--- src/source/karatsuba_consts.svh ---
// Widths are fixed by the Karatsuba recursion tree; only an 8-bit unsigned operand is supported
`ifndef KARATSUBA_CONSTS_SVH
`define KARATSUBA_CONSTS_SVH

// Width of each unsigned operand
// The split below assumes 8, then 4, then 2 bits
`define KARATSUBA_OPERAND_W 8

// Opaque label carried next to every operand pair
`define KARATSUBA_TAG_W 4

// Full product width
`define KARATSUBA_PRODUCT_W (2 * `KARATSUBA_OPERAND_W)

// Register stages inside the multiplier pipeline
// The operand capture register adds one more cycle in front
`define KARATSUBA_PIPE_STAGES 2

`endif

--- src/source/karatsuba_arith_pkg.sv ---
// Unsigned arithmetic widths of the fixed 8-bit Karatsuba tree; other widths are not supported
`include "karatsuba_consts.svh"

package karatsuba_arith_pkg;

    // One input operand
    typedef logic [`KARATSUBA_OPERAND_W-1:0] operand_t;

    // Upper or lower half of an operand
    typedef logic [`KARATSUBA_OPERAND_W/2-1:0] half_t;

    // Sum of both halves, one carry bit wider
    typedef logic [`KARATSUBA_OPERAND_W/2:0] half_sum_t;

    // Product of two halves
    typedef logic [`KARATSUBA_OPERAND_W-1:0] half_prod_t;

    // Product of two half sums, 5 x 5 bits
    typedef logic [`KARATSUBA_OPERAND_W+1:0] mid_prod_t;

    // Full 16-bit result
    typedef logic [`KARATSUBA_PRODUCT_W-1:0] product_t;

endpackage

--- src/source/karatsuba_stream_pkg.sv ---
// Stream-side types; the tag is opaque and returned unchanged, no other side-band signal exists
`include "karatsuba_consts.svh"

package karatsuba_stream_pkg;

    // Label returned with each product
    typedef logic [`KARATSUBA_TAG_W-1:0] tag_t;

    // Occupancy of one storage slot
    // FULL drives the valid of the stage that owns the slot
    typedef enum logic {
        SLOT_EMPTY = 1'b0,
        SLOT_FULL  = 1'b1
    } slot_state_t;

endpackage

--- src/source/karatsuba_stream_if.sv ---
// Valid/ready streams; once valid is raised, valid and payload hold until the transfer
`timescale 1ns/100ps

interface operand_stream_if;
    import karatsuba_arith_pkg::*;
    import karatsuba_stream_pkg::*;

    logic     valid;
    logic     ready;
    operand_t operand_a;
    operand_t operand_b;
    tag_t     tag;

    modport source (
        output valid,
        output operand_a,
        output operand_b,
        output tag,
        input  ready
    );

    modport sink (
        input  valid,
        input  operand_a,
        input  operand_b,
        input  tag,
        output ready
    );

endinterface

interface product_stream_if;
    import karatsuba_arith_pkg::*;
    import karatsuba_stream_pkg::*;

    logic     valid;
    logic     ready;
    product_t product;
    tag_t     tag;

    modport source (
        output valid,
        output product,
        output tag,
        input  ready
    );

    modport sink (
        input  valid,
        input  product,
        input  tag,
        output ready
    );

endinterface

--- src/source/operand_capture.sv ---
// One-entry input slot; in_ready depends combinationally on the downstream ready
`timescale 1ns/100ps

module operand_capture (
    input  logic                            aclk,
    input  logic                            aresetn,
    input  logic                            in_valid,
    output logic                            in_ready,
    input  karatsuba_arith_pkg::operand_t   in_operand_a,
    input  karatsuba_arith_pkg::operand_t   in_operand_b,
    input  karatsuba_stream_pkg::tag_t      in_tag,
    operand_stream_if.source                dn
);
    import karatsuba_arith_pkg::*;
    import karatsuba_stream_pkg::*;

    slot_state_t state_q;
    operand_t    operand_a_q;
    operand_t    operand_b_q;
    tag_t        tag_q;

    logic take;
    logic drain;

    // Free now, or freed by the pipeline on this same edge
    assign in_ready = (state_q == SLOT_EMPTY) || dn.ready;

    assign take  = in_valid && in_ready;
    assign drain = dn.valid && dn.ready;

    always_ff @(posedge aclk or negedge aresetn) begin
        if (!aresetn) begin
            state_q <= SLOT_EMPTY;
        end else if (take) begin
            // Refill wins over drain so back-to-back beats keep flowing
            state_q <= SLOT_FULL;
        end else if (drain) begin
            state_q <= SLOT_EMPTY;
        end
    end

    always_ff @(posedge aclk) begin
        if (take) begin
            operand_a_q <= in_operand_a;
            operand_b_q <= in_operand_b;
            tag_q       <= in_tag;
        end
    end

    assign dn.valid     = (state_q == SLOT_FULL);
    assign dn.operand_a = operand_a_q;
    assign dn.operand_b = operand_b_q;
    assign dn.tag       = tag_q;

endmodule

--- src/source/karatsuba_mult4.sv ---
// Purely combinational 4 x 4 unsigned Karatsuba step; the 2-bit leaves are plain multiplies
`timescale 1ns/100ps

module karatsuba_mult4 (
    input  karatsuba_arith_pkg::half_t      operand_a,
    input  karatsuba_arith_pkg::half_t      operand_b,
    output karatsuba_arith_pkg::half_prod_t product
);
    logic [1:0] a_hi;
    logic [1:0] a_lo;
    logic [1:0] b_hi;
    logic [1:0] b_lo;
    logic [2:0] sum_a;
    logic [2:0] sum_b;
    logic [3:0] z0;
    logic [3:0] z2;
    logic [5:0] z1_full;
    logic [5:0] z1;

    assign a_hi = operand_a[3:2];
    assign a_lo = operand_a[1:0];
    assign b_hi = operand_b[3:2];
    assign b_lo = operand_b[1:0];

    assign z0 = {2'b00, a_lo} * {2'b00, b_lo};
    assign z2 = {2'b00, a_hi} * {2'b00, b_hi};

    assign sum_a = {1'b0, a_hi} + {1'b0, a_lo};
    assign sum_b = {1'b0, b_hi} + {1'b0, b_lo};

    // Up to 6 x 6, needs all six bits
    assign z1_full = {3'b000, sum_a} * {3'b000, sum_b};

    // Cross terms a_hi*b_lo + a_lo*b_hi
    assign z1 = z1_full - {2'b00, z2} - {2'b00, z0};

    assign product = {z2, 4'h0} + {z1, 2'b00} + {4'h0, z0};

endmodule

--- src/source/karatsuba_pipe.sv ---
// Two register stages that advance together; a full last stage stalls everything behind it
`timescale 1ns/100ps
`include "karatsuba_consts.svh"

module karatsuba_pipe (
    input  logic              aclk,
    input  logic              aresetn,
    operand_stream_if.sink    up,
    product_stream_if.source  dn
);
    import karatsuba_arith_pkg::*;
    import karatsuba_stream_pkg::*;

    localparam int HALF_W = `KARATSUBA_OPERAND_W / 2;

    logic advance;

    // Stage 1 inputs
    half_t      a_hi;
    half_t      a_lo;
    half_t      b_hi;
    half_t      b_lo;
    half_sum_t  sum_a;
    half_sum_t  sum_b;
    half_prod_t low_prod;
    half_prod_t high_prod;
    mid_prod_t  mid_prod;

    // Stage 1 registers
    slot_state_t s1_state;
    half_prod_t  s1_low_q;
    half_prod_t  s1_high_q;
    mid_prod_t   s1_mid_q;
    tag_t        s1_tag_q;

    // Stage 2 combine and registers
    mid_prod_t   cross_term;
    product_t    combined;
    slot_state_t s2_state;
    product_t    s2_product_q;
    tag_t        s2_tag_q;

    // Whole pipe moves when the output slot is free or being read
    assign advance  = (s2_state == SLOT_EMPTY) || dn.ready;
    assign up.ready = advance;

    assign a_hi = up.operand_a[`KARATSUBA_OPERAND_W-1:HALF_W];
    assign a_lo = up.operand_a[HALF_W-1:0];
    assign b_hi = up.operand_b[`KARATSUBA_OPERAND_W-1:HALF_W];
    assign b_lo = up.operand_b[HALF_W-1:0];

    karatsuba_mult4 mult4_low_i (
        .operand_a (a_lo),
        .operand_b (b_lo),
        .product   (low_prod)
    );

    karatsuba_mult4 mult4_high_i (
        .operand_a (a_hi),
        .operand_b (b_hi),
        .product   (high_prod)
    );

    assign sum_a = {1'b0, a_hi} + {1'b0, a_lo};
    assign sum_b = {1'b0, b_hi} + {1'b0, b_lo};

    // Max 30 x 30, so ten bits
    assign mid_prod = {5'b00000, sum_a} * {5'b00000, sum_b};

    // Middle product minus both corner products leaves the cross terms
    assign cross_term = s1_mid_q - {2'b00, s1_high_q} - {2'b00, s1_low_q};

    assign combined = {s1_high_q, 8'h00}
                    + {2'b00, cross_term, 4'h0}
                    + {8'h00, s1_low_q};

    always_ff @(posedge aclk or negedge aresetn) begin
        if (!aresetn) begin
            s1_state <= SLOT_EMPTY;
            s2_state <= SLOT_EMPTY;
        end else if (advance) begin
            s1_state <= up.valid ? SLOT_FULL : SLOT_EMPTY;
            s2_state <= s1_state;
        end
    end

    always_ff @(posedge aclk) begin
        if (advance && up.valid) begin
            s1_low_q  <= low_prod;
            s1_high_q <= high_prod;
            s1_mid_q  <= mid_prod;
            s1_tag_q  <= up.tag;
        end
        if (advance && (s1_state == SLOT_FULL)) begin
            s2_product_q <= combined;
            s2_tag_q     <= s1_tag_q;
        end
    end

    assign dn.valid   = (s2_state == SLOT_FULL);
    assign dn.product = s2_product_q;
    assign dn.tag     = s2_tag_q;

endmodule

--- src/source/karatsuba_mult_top.sv ---
// Streaming 8 x 8 unsigned multiplier, three cycles from input transfer to output, order kept
`timescale 1ns/100ps

module karatsuba_mult_top (
    input  logic                            aclk,
    input  logic                            aresetn,

    input  logic                            in_valid,
    output logic                            in_ready,
    input  karatsuba_arith_pkg::operand_t   in_operand_a,
    input  karatsuba_arith_pkg::operand_t   in_operand_b,
    input  karatsuba_stream_pkg::tag_t      in_tag,

    output logic                            out_valid,
    input  logic                            out_ready,
    output karatsuba_arith_pkg::product_t   out_product,
    output karatsuba_stream_pkg::tag_t      out_tag
);

    operand_stream_if operand_stream ();
    product_stream_if product_stream ();

    operand_capture operand_capture_i (
        .aclk         (aclk),
        .aresetn      (aresetn),
        .in_valid     (in_valid),
        .in_ready     (in_ready),
        .in_operand_a (in_operand_a),
        .in_operand_b (in_operand_b),
        .in_tag       (in_tag),
        .dn           (operand_stream.source)
    );

    karatsuba_pipe karatsuba_pipe_i (
        .aclk    (aclk),
        .aresetn (aresetn),
        .up      (operand_stream.sink),
        .dn      (product_stream.source)
    );

    // Sink side of the product stream goes straight to the pins
    assign out_valid            = product_stream.valid;
    assign out_product          = product_stream.product;
    assign out_tag              = product_stream.tag;
    assign product_stream.ready = out_ready;

endmodule

--- config.mk ---
export PLATFORM = sky130hd
export DESIGN_NAME = karatsuba_mult_top
export DESIGN_NICKNAME = d
export VERILOG_FILES = /design/src/source/karatsuba_arith_pkg.sv /design/src/source/karatsuba_stream_pkg.sv /design/src/source/karatsuba_stream_if.sv /design/src/source/operand_capture.sv /design/src/source/karatsuba_mult4.sv /design/src/source/karatsuba_pipe.sv /design/src/source/karatsuba_mult_top.sv
export VERILOG_INCLUDE_DIRS = /design/src /design/src/source
export SDC_FILE = /design/constraint.sdc
export NUM_CORES = 1
export LEC_CHECK = 0
export BUFFER_PORTS_ARGS = -buffer_cell sky130_fd_sc_hd__buf_2
export CAP_MARGIN = 20
export CORE_UTILIZATION = 41
export DETAILED_ROUTE_END_ITERATION = 7
export SETUP_SLACK_MARGIN = 0.02
export SKIP_CTS_REPAIR_TIMING = 1
export SLEW_MARGIN = 20
export SYNTH_ARGS = -nofsm -noshare
export SYNTH_HDL_FRONTEND = slang
export SYNTH_SLANG_ARGS = --single-unit
--- constraint.sdc ---
create_clock -name aclk -period 7 [get_ports aclk]
set_input_delay 0.35 -clock aclk [delete_from_list [all_inputs] [get_ports aclk]]
set_output_delay 0.35 -clock aclk [all_outputs]
set_load 0.1 [all_outputs]
---- After elaboration in Yosys (flattened, before gate mapping) ----
Index checks and enable logic that the tools add are counted.
Widths: inputs -> output; s select.
word-level totals
  register bits ........................... 73
  bits in latches ......................... 0
  memory bits (writable) .................. 0
  ROM bits ................................ 0
  input bits .............................. 24
  output and inout bits ................... 22
  word-level logic and storage cells ...... 48
  memories ................................ 0
operators by class
  $add $sub $neg .......................... 18
  multiply operators ...................... 7
  divide/modulo/power cells ............... 0
  order comparisons ....................... 0
  equality and inequality tests ........... 0
  shift operators ......................... 0
  multiplexer cells ....................... 3
  bitwise operators ....................... 2
  reduce and logical (&&, ||, !) cells .... 6
operators with widths
  kind               count
  $sub 6x4->6        4
  $sub 10x8->10      2
  $add 16x14->16     1
  $add 16x8->16      1
  $add 8x4->8        2
  $add 8x8->8        2
  $mul 2x2->4        4
  $add 2x2->3        4
  $mul 3x3->6        2
  $add 4x4->5        2
  $mul 5x5->10       1
  $logic_and 1x1->1  3
  $mux 1             3
  $logic_or 1x1->1   2
  $not 1->1          2
  $reduce_bool 2->1  1

---- Depth between registers and ports, before layout ----
Gate-level depths: netlist (run 1).
  depth in word-level cells ............... 6
  mapped depth ............................ 15
  depth with buffers taken out ............ 15

---- Cells and area by module ----
A second synthesis (run 1) with hierarchy kept.
unflattened totals
  cells, all modules ...................... 492
  area, all modules ....................... 5885.6 um^2
by module, submodules not included
  module           instances  cells each  area each (um^2)  sequential area each (um^2)
  karatsuba_pipe   1          312         3699.8            1551.5
  karatsuba_mult4  2          78          765.7             0.0
  operand_capture  1          24          654.4             625.6

---- Worst setup path before layout (run 1) ----
No wires, ideal clock.
  kind .................................... register to register
  start ................................... register operand_capture_i.operand_b_q[1], in the netlist operand_capture_i.dn.operand_b[1]
  end ..................................... register karatsuba_pipe_i.s1_low_q[7], data pin
  setup time .............................. 0.259 ns
  arrival time ............................ 4.010 ns
  setup slack ............................. 2.731 ns
  cell stages (with the launch flop) ...... 15
  buffers on the path ..................... 0
  period minus slack after synthesis ...... 4.269 ns
  cells stage by stage .................... edfxtp_1 -> and2_1 -> ha_1 -> ha_1 -> inv_1 -> fa_1 -> fa_1 -> fa_1 -> fa_1 -> xor2_1 -> ha_1 -> o21ai_0 -> o21bai_1 -> a21oi_1 -> xnor2_1
between the ends
  word-level cells in the longest chain between the ends .. 6
RTL lines
  element                           RTL line               RTL
  start, declared                   operand_capture.sv:19  operand_t operand_b_q;
  start signal, assigned            operand_capture.sv:45  operand_b_q <= in_operand_b;
  $add 2x2->3                       karatsuba_mult4.sv:29  assign sum_b = {1'b0, b_hi} + {1'b0, b_lo};
  $mul 3x3->6                       karatsuba_mult4.sv:32  assign z1_full = {3'b000, sum_a} * {3'b000, sum_b};
  $sub 6x4->6 (2 in a row)          karatsuba_mult4.sv:35  assign z1 = z1_full - {2'b00, z2} - {2'b00, z0};
  $add 8x8->8                       karatsuba_mult4.sv:37  assign product = {z2, 4'h0} + {z1, 2'b00} + {4'h0, z0};
  $add 8x4->8 *                     karatsuba_mult4.sv:37
  net karatsuba_pipe_i.low_prod[7]  karatsuba_pipe.sv:25   half_prod_t low_prod;
  end signal, assigned              karatsuba_pipe.sv:89   s1_low_q <= low_prod;
  end, declared                     karatsuba_pipe.sv:31   half_prod_t s1_low_q;
Mark *: on every way through the listed nets, which the timed path passes. The rest lies on a longest branch.
A chain may end at the register's enable or synchronous reset.

---- Final worst setup path (run 1) ----
Same ends and word-level chain as after synthesis.

==> results.yml, run 1 <==
yosys:
  synth_seq_cells: 73
  synth_cells: 490
  synth_edf_count: 70
  synth.avg_cell_area_sq_um: 11.91
  yosysWarnings: 0
  synth_area_sq_um: 5836
  ys_seq_area_frac: 0.3731
  yosysMostFrequentCell: "ha_1"
  synth.largest_area_cell: "edfxtp_1"
  synth_area_leaders: "edfxtp_1, ha_1, fa_1, and2_1, xnor2_1"
  synth_top_area_share: 0.3602
  ys.flop_type: "edfxtp_1"
  synth_common_cells: "ha_1, edfxtp_1, inv_1"
  async_reset_ff_frac: 0.04110
  yosysUniqueCellTypes: 40
  synth_nets: 643
sta:
  worst_pin_slew_ns: 0.8950
  fin_crit_ns: 4.533
  rsz0062_at_grt: "no"
  finClkSkew_ns: 0.008270
  setup_viol: 0
  finalHoldViolCount: 0
  fmax_mhz: 220.6
  final.period_utilization: 0.6476
  slew_violations: 0
  fin_setup_tns_ns: 0
  slew_headroom: 0.4033
floorplanning:
  die-area_sq_um: 14710
  io_pins: 46
  core_area_sq_um: 13880
  start_util: 0.4204
  die_w_microns: 121.3
  die_h_microns: 121.3
  rows: 43
worst_setup_path:
  endpoint_kind: "flip-flop"
  cpMostUsedCell: "fa_1"
  worstRegToRegCells: 14
  critPathKind: "flip-flop to flip-flop"
  crit_required_ns: 7.09
  r2r_slack_ns: 2.47
  path_cells: "and2_1, ha_1, ha_1, inv_1, fa_1, fa_1, fa_1, fa_1, xor2_1, ha_1, o21ai_0, o21bai_1, a21oi_1, xnor2_1"
  slowest_delay_ns: 0.55
  r2r-end: "karatsuba_pipe_i.s1_low_q[7]"
  regToRegStartpoint: "operand_capture_i.dn.operand_b[1]"
  critPathCapture: "karatsuba_pipe_i.s1_low_q[7]"
  slowest_stage: "fa_1"
  crit_path_start_kind: "flip-flop"
  arrival_ns: 4.63
  path_max_fanout: 5
  crit_path_start: "operand_capture_i.dn.operand_b[1]"
global_routing:
  antenna_found_initial: 0
  grt_first_pass_wirelength_microns: 17110
  grt_pass1_vias: 3715
  overflow: 0
  grt_max_degree: 31
  grt_usage: 0.1536
finish:
  layout-drive-gt1-share: 0.1248
  diodes: 0
  area_delta_synth_final_pct: 13.23
  final_nets: 701
detailed_routing:
  drtPass1Iterations: 4
  drt_iter0_markers: 187
  post_drt_wl_per_cell_microns: 13.65
  drc: 0
  wirelength_microns: 10010
  vias: 3630
  ant_nets: 0
  viasPerCell: 4.952
worst_hold_path:
  hp-class: "input port to flip-flop"
cts:
  htree_num_levels: 3
  cts.path.max_buffers: 2
  cts_buffers: 9
  cts-root-buf: "clkbuf_16"
  cts_tree: "yes"
  insertion_delay_ns: 0.34
  path_clk_slew_ns: 0.06
  cts.sinks: 73
place:
  port_buffers: 45
  dp_hpwl_microns: 8459
  gp_congestion: 0.8144
run:
  cap_viol_max_count: 0
outcome:
  status: "finished, final reports clean"
-- layout make-up --
class | instances | area (sq um)
sequential | 73 | 2177
clock inverter | 7 | 77.57
inverter | 57 | 214.0
tap | 180 | 225.2
fill | 1289 | 7273
multi-input combinational | 360 | 3446
clock buffer | 9 | 225.2
timing repair buffer | 47 | 242.7
-- how the worst min path moves through the flow --
stage,cells after the start,from,to
finish,1,in_operand_b[4],operand_capture_i.dn.operand_b[4]
global route,1,in_operand_a[6],operand_capture_i.dn.operand_a[6]
CTS,1,aresetn,karatsuba_pipe_i.dn.valid
detailed placement,1,aresetn,karatsuba_pipe_i.dn.valid
global placement,1,aresetn,operand_capture_i.dn.valid
floorplan,0,aresetn,karatsuba_pipe_i.dn.valid
-- flip-flops by register name, indices dropped and copies added, names as in the netlist, 4 cells and up --
register,cells
karatsuba_pipe_i.dn.product,16
karatsuba_pipe_i.dn.tag,4
karatsuba_pipe_i.s1_high_q,8
karatsuba_pipe_i.s1_low_q,8
karatsuba_pipe_i.s1_mid_q,10
karatsuba_pipe_i.s1_tag_q,4
operand_capture_i.dn.operand_a,8
operand_capture_i.dn.operand_b,8
operand_capture_i.dn.tag,4
-- through the flow --
stage | instances | area (sq um) | setup slack, ns | hold WS, ns | util
2_1_floorplan | 490 | 5836 | 2.731 | 0.05441 | -
5_1_grt | 733 | 6608 | 2.297 | 0.1650 | 0.4760
3_3_place_gp | 716 | 6294 | 2.536 | 0.1458 | 0.4534
6_report | 733 | 6608 | 2.467 | 0.1792 | 0.4760
3_5_place_dp | 716 | 6294 | 2.466 | 0.1504 | 0.4534
4_1_cts | 732 | 6596 | 2.459 | -0.2228 | 0.4752
-- cells by family (layout without fill, tap and decap cells) --
kind of cell    after synthesis  in the layout  synth area share
fa+ha+maj                   129            129            0.3306
compound gates               77             77           0.08941
mux                           2              2          0.003645
xor+xnor                     42             42           0.06304
flops                        73             73            0.3731
simple gates                110            110            0.1036
buf+inv                      57            120           0.03666
-- metal layers --
layer  up-vias  routed length [microns]  GRT usage
li1       1837                        -          -
met1      1708                     4516     0.1823
met2        67                     4915     0.2631
met3        18                      333    0.03712
met4         0                      240    0.06636
met5         -                        0          0
-- critical path, delay by kind of cell (launching register included) --
family / cells / cell delay (ns)
buffers and inverters: 1 / 0.06
adder cells (fa/ha/maj): 7 / 2.86
flip-flops: 1 / 0.51
AO/OA/AOI/OAI: 3 / 0.33
AND/OR/NAND/NOR: 1 / 0.22
XOR/XNOR: 2 / 0.29
-- cell usage in the layout (no fill, tap or decap), types with 6 or more instances in the layout --
cell	Yosys	layout
a21o_1	20	20
xnor2_1	31	31
nor2_1	15	15
fa_1	42	42
xor2_1	11	11
o21ai_0	6	6
nand3_1	8	8
edfxtp_1	70	70
nand2_1	19	19
buf_2	0	45
ha_1	87	87
a21oi_1	23	23
and2_1	48	47
inv_1	57	57
clkbuf_16	0	9
Power of run 1 is left out: the tool's default activity adds up to more than one toggle a clock period on the data nets, which glitch-free logic cannot reach.
==> run 2: changes to the inputs <==
clock period = 4.3 ns   (was 7 ns; I/O delays follow)
==> run 2 against run 1 <==
  * Sequential cell count did not move
  * Worst hold slack got worse by 0.13 ns
  * Maximum frequency rose by 8.1%
  * Global-route usage barely moved
  * Non-clock buffer count rose by 30
  * Register-to-register slack got worse by 2.4 ns
  * Design area rose by 6.7%
  * Die area did not move
  * Count of clock-buffer cells in the layout did not move
  * Routed wire length rose by 4.2%
  * Setup slack got worse by 2.4 ns
  * Clock skew rose by 0.00089 ns
==> results.yml, run 2 (synthesis results as in run 1) <==
outcome:
  status: "finished, final reports clean"
floorplanning:
  die_h_microns: 121.3
  start_util: 0.4204
  core_area_sq_um: 13880
  rows: 43
  die-area_sq_um: 14710
  io_pins: 46
  die_w_microns: 121.3
place:
  dp_cells: 746
  dp_hpwl_microns: 8737
  gp_congestion: 0.8462
  port_buffers: 45
finish:
  final_common_cell: "ha_1"
  largest_reg_flops: 16
  area_delta_synth_final_pct: 20.84
  final_nets: 731
  final_cells: 763
  layout_common_cells: "ha_1, edfxtp_1, inv_1"
  layout-drive-gt1-share: 0.2367
  diodes: 0
sta:
  fin_crit_ns: 4.192
  fmax_mhz: 238.6
  slew_violations: 0
  fin_setup_tns_ns: 0
  final.period_utilization: 0.9748
  setup_viol: 0
  finalHoldViolCount: 0
  finClkSkew_ns: 0.009158
  worst_pin_slew_ns: 1.086
  rsz0062_at_grt: "yes"
  slew_headroom: 0.2762
cts:
  cts.path.max_buffers: 2
  cts_tree: "yes"
  cts-root-buf: "clkbuf_16"
  cts.sinks: 73
  path_clk_slew_ns: 0.06
  cts_buffers: 9
  insertion_delay_ns: 0.34
  htree_num_levels: 3
worst_setup_path:
  crit_required_ns: 4.39
  worstRegToRegCells: 13
  endpoint_kind: "flip-flop"
  path_max_fanout: 4
  arrival_ns: 4.28
  critPathKind: "flip-flop to flip-flop"
  crit_path_start_kind: "flip-flop"
global_routing:
  antenna_found_initial: 0
  overflow: 0
  grt_max_degree: 31
  grt_pass1_vias: 3900
  grt_usage: 0.1535
  grt_first_pass_wirelength_microns: 17280
detailed_routing:
  wirelength_microns: 10430
  drtPass1Iterations: 4
  vias: 3735
  drt_iter0_markers: 172
  post_drt_wl_per_cell_microns: 13.66
  viasPerCell: 4.895
  ant_nets: 0
  drc: 0
worst_hold_path:
  hp-class: "input port to flip-flop"
  hold_depth: 1
run:
  cap_viol_max_count: 0
-- run 2: cell types whose count changed in the layout (fill, tap and decap cells not counted), moves of 6 or more --
| cell | change |
|---|---|
| a21oi_1 | -6 |
| a21oi_2 | +6 |
| buf_4 | +29 |
| fa_1 | -6 |
| fa_2 | +6 |
| ha_1 | -15 |
| ha_4 | +12 |
-- run 2: metrics by stage --
stage,worst slack (ns),hold slack [ns],area [sq um],utilization
finish,0.1084,0.04855,7052,0.5080
global route,-0.02516,0.02718,7052,0.5080
CTS,-0.1423,-0.3573,6803,0.4901
detailed placement,-0.1396,0.01333,6519,0.4696
global placement,-0.05899,0.01050,6519,0.4696
floorplan,0.03111,-0.08059,5836,-
-- run 2: area by class of cell --
| type | instances | area, sq um |
|---|---|---|
| fillers | 1235 | 6829 |
| repair buffers | 77 | 471.7 |
| multi-input cells | 360 | 3680 |
| well taps | 180 | 225.2 |
| clock buffers | 9 | 225.2 |
| clock inverters | 7 | 58.81 |
| inverters | 57 | 214.0 |
| flip-flops and latches | 73 | 2177 |
-- run 2: worst paths after layout --
kind / start / endpoint / slack, ns
hold / removal: in_tag[0] / operand_capture_i.dn.tag[0] / 0.05
setup / recovery: operand_capture_i.dn.operand_b[0] / karatsuba_pipe_i.s1_low_q[7] / 0.11
setup reg to reg: operand_capture_i.dn.operand_b[0] / karatsuba_pipe_i.s1_low_q[7] / 0.11
min in group asynchronous: aresetn / operand_capture_i.dn.valid / 0.20
hold reg to reg: karatsuba_pipe_i.s1_tag_q[3] / karatsuba_pipe_i.dn.tag[3] / 0.42
max in group asynchronous: aresetn / karatsuba_pipe_i.s1_state / 3.99
-- run 2: critical path, stage by stage (launching register included) --
cell and delay, ns:
edfxtp_1 0.47, ha_2 0.22, fa_2 0.34, and2_1 0.18, fa_1 0.50, fa_1 0.43, fa_1 0.52, ha_1 0.31
a21o_1 0.17, a21oi_1 0.16, xnor2_1 0.14, ha_1 0.28, a21oi_2 0.14, xnor2_1 0.08
-- run 2: per-layer routing --
metal | share of wire | track usage | up-vias
li1 | - | - | 1901
met1 | 0.43 | 0.1770 | 1763
met2 | 0.52 | 0.2777 | 58
met3 | 0.033 | 0.03665 | 13
met4 | 0.013 | 0.04784 | 0
met5 | 0 | 0 | -
Power of run 2 is left out for the same reason.
==> run 3: changes to the inputs <==
BUFFER_PORTS_ARGS = unset   (was -buffer_cell sky130_fd_sc_hd__buf_2)
CORE_UTILIZATION = 55   (was 41)
DONT_BUFFER_PORTS = 1   (was unset)
PLACE_DENSITY = 0.7   (was unset)
==> run 3 against run 2 <==
  * Sequential cell count stayed put
  * Register-to-register slack barely moved
  * Non-clock buffer count down 17
  * Setup slack worse by 0.014 ns
  * Global-route usage grew 4.8 points
  * Cell count is 8.0% lower
  * Highest routed layer unchanged
  * Clock skew is 0.0010 ns higher
  * Largest cell class unchanged
  * Critical path type unchanged
==> results.yml, run 3 (synthesis results as in run 1) <==
detailed_routing:
  drt_iter0_markers: 91
  post_drt_wl_per_cell_microns: 14.98
  drtPass1Iterations: 4
  vias: 3750
  wirelength_microns: 10520
  drc: 0
  viasPerCell: 5.342
  ant_nets: 0
cts:
  cts-root-buf: "clkbuf_8"
  cts.sinks: 73
  cts.path.max_buffers: 2
  insertion_delay_ns: 0.36
  path_clk_slew_ns: 0.09
  cts_tree: "yes"
  htree_num_levels: 3
  cts_buffers: 9
global_routing:
  grt_pass1_vias: 3791
  overflow: 0
  antenna_found_initial: 0
  grt_usage: 0.2015
  grt_max_degree: 31
  grt_first_pass_wirelength_microns: 17110
floorplanning:
  core_area_sq_um: 10320
  die_h_microns: 105.0
  die_w_microns: 105.0
  die-area_sq_um: 11030
  start_util: 0.5653
  rows: 37
  io_pins: 46
finish:
  layout_common_cells: "ha_1, edfxtp_1, inv_1"
  final_common_cell: "ha_1"
  diodes: 0
  layout-drive-gt1-share: 0.1696
  area_delta_synth_final_pct: 18.25
  largest_reg_flops: 16
  final_nets: 714
sta:
  finClkSkew_ns: 0.01020
  fmax_mhz: 237.8
  slew_headroom: 0.3326
  layout_setup_ws_ns: 0.09461
  worst_pin_slew_ns: 1.001
  finalHoldViolCount: 0
  setup_viol: 0
  fin_crit_ns: 4.205
  final.period_utilization: 0.9780
  slew_violations: 0
  rsz0062_at_grt: "yes"
place:
  port_buffers: 0
  dp_hpwl_microns: 8291
  dp_slack_ns: -0.1687
  gp_congestion: 0.8563
worst_hold_path:
  hp-class: "input port to async pin"
worst_setup_path:
  crit_required_ns: 4.42
  arrival_ns: 4.32
  path_max_fanout: 4
  crit_path_start_kind: "flip-flop"
  critPathKind: "flip-flop to flip-flop"
  endpoint_kind: "flip-flop"
outcome:
  status: "finished, final reports clean"
run:
  cap_viol_max_count: 0
## run 3: cell types whose count changed in the layout (fill, tap and decap cells not counted), sizes merged
| cell | change |
|---|---|
| buf | -38 |
| inv | -1 |
| dlygate4sd3 | +21 |
| clkinvlp | +1 |
## run 3: final timing paths
kind	from	end	slack [ns]	cells past startpoint
min	aresetn	karatsuba_pipe_i.s1_state	0.09	1
max reg2reg	operand_capture_i.dn.operand_b[0]	karatsuba_pipe_i.s1_low_q[7]	0.09	13
max in group asynchronous	aresetn	operand_capture_i.dn.valid	4.06	1
min reg2reg	operand_capture_i.dn.tag[0]	karatsuba_pipe_i.s1_tag_q[0]	0.42	0
min in group aclk	out_ready	karatsuba_pipe_i.dn.valid	0.10	2
max	operand_capture_i.dn.operand_b[0]	karatsuba_pipe_i.s1_low_q[7]	0.09	13
## run 3: metal layers
metal,track usage,routed length (microns),up-vias
li1,-,-,1859
met1,0.2289,4459,1808
met2,0.3751,5632,68
met3,0.03930,254,15
met4,0.06942,170,0
met5,0,0,-
## run 3: area by class of cell
cell class                 instances  area (sq um)
timing repair buffer              60         505.5
tap                              136         170.2
clock inverter                     7         60.06
sequential                        73          2177
fill                             746          3423
clock buffer                       9         123.9
inverter                          57         214.0
multi-input combinational        360          3650
## run 3: per-stage QoR
step	cells	instance area [sq um]	utilization	hold WS, ns	setup TNS, ns
after global placement	657	6238	0.6043	-0.08053	-0.02428
after CTS	673	6422	0.6221	-0.4798	-0.6154
after floorplan	490	5836	-	-0.08059	0
after detailed placement	657	6238	0.6043	-0.08054	-0.6343
after global routing	702	6900	0.6684	0.07967	-0.2051
final	702	6900	0.6684	0.09113	0
## run 3: worst max-delay path, stage by stage (launching register included)
cell	delay, ns
edfxtp_1	0.46
and2_1	0.19
ha_1	0.21
ha_4	0.27
inv_1	0.05
fa_1	0.55
fa_1	0.44
fa_1	0.56
fa_2	0.44
ha_2	0.35
o21ai_1	0.06
o21bai_1	0.17
a21oi_2	0.08
xnor2_1	0.12
Power of run 3 is left out for the same reason.
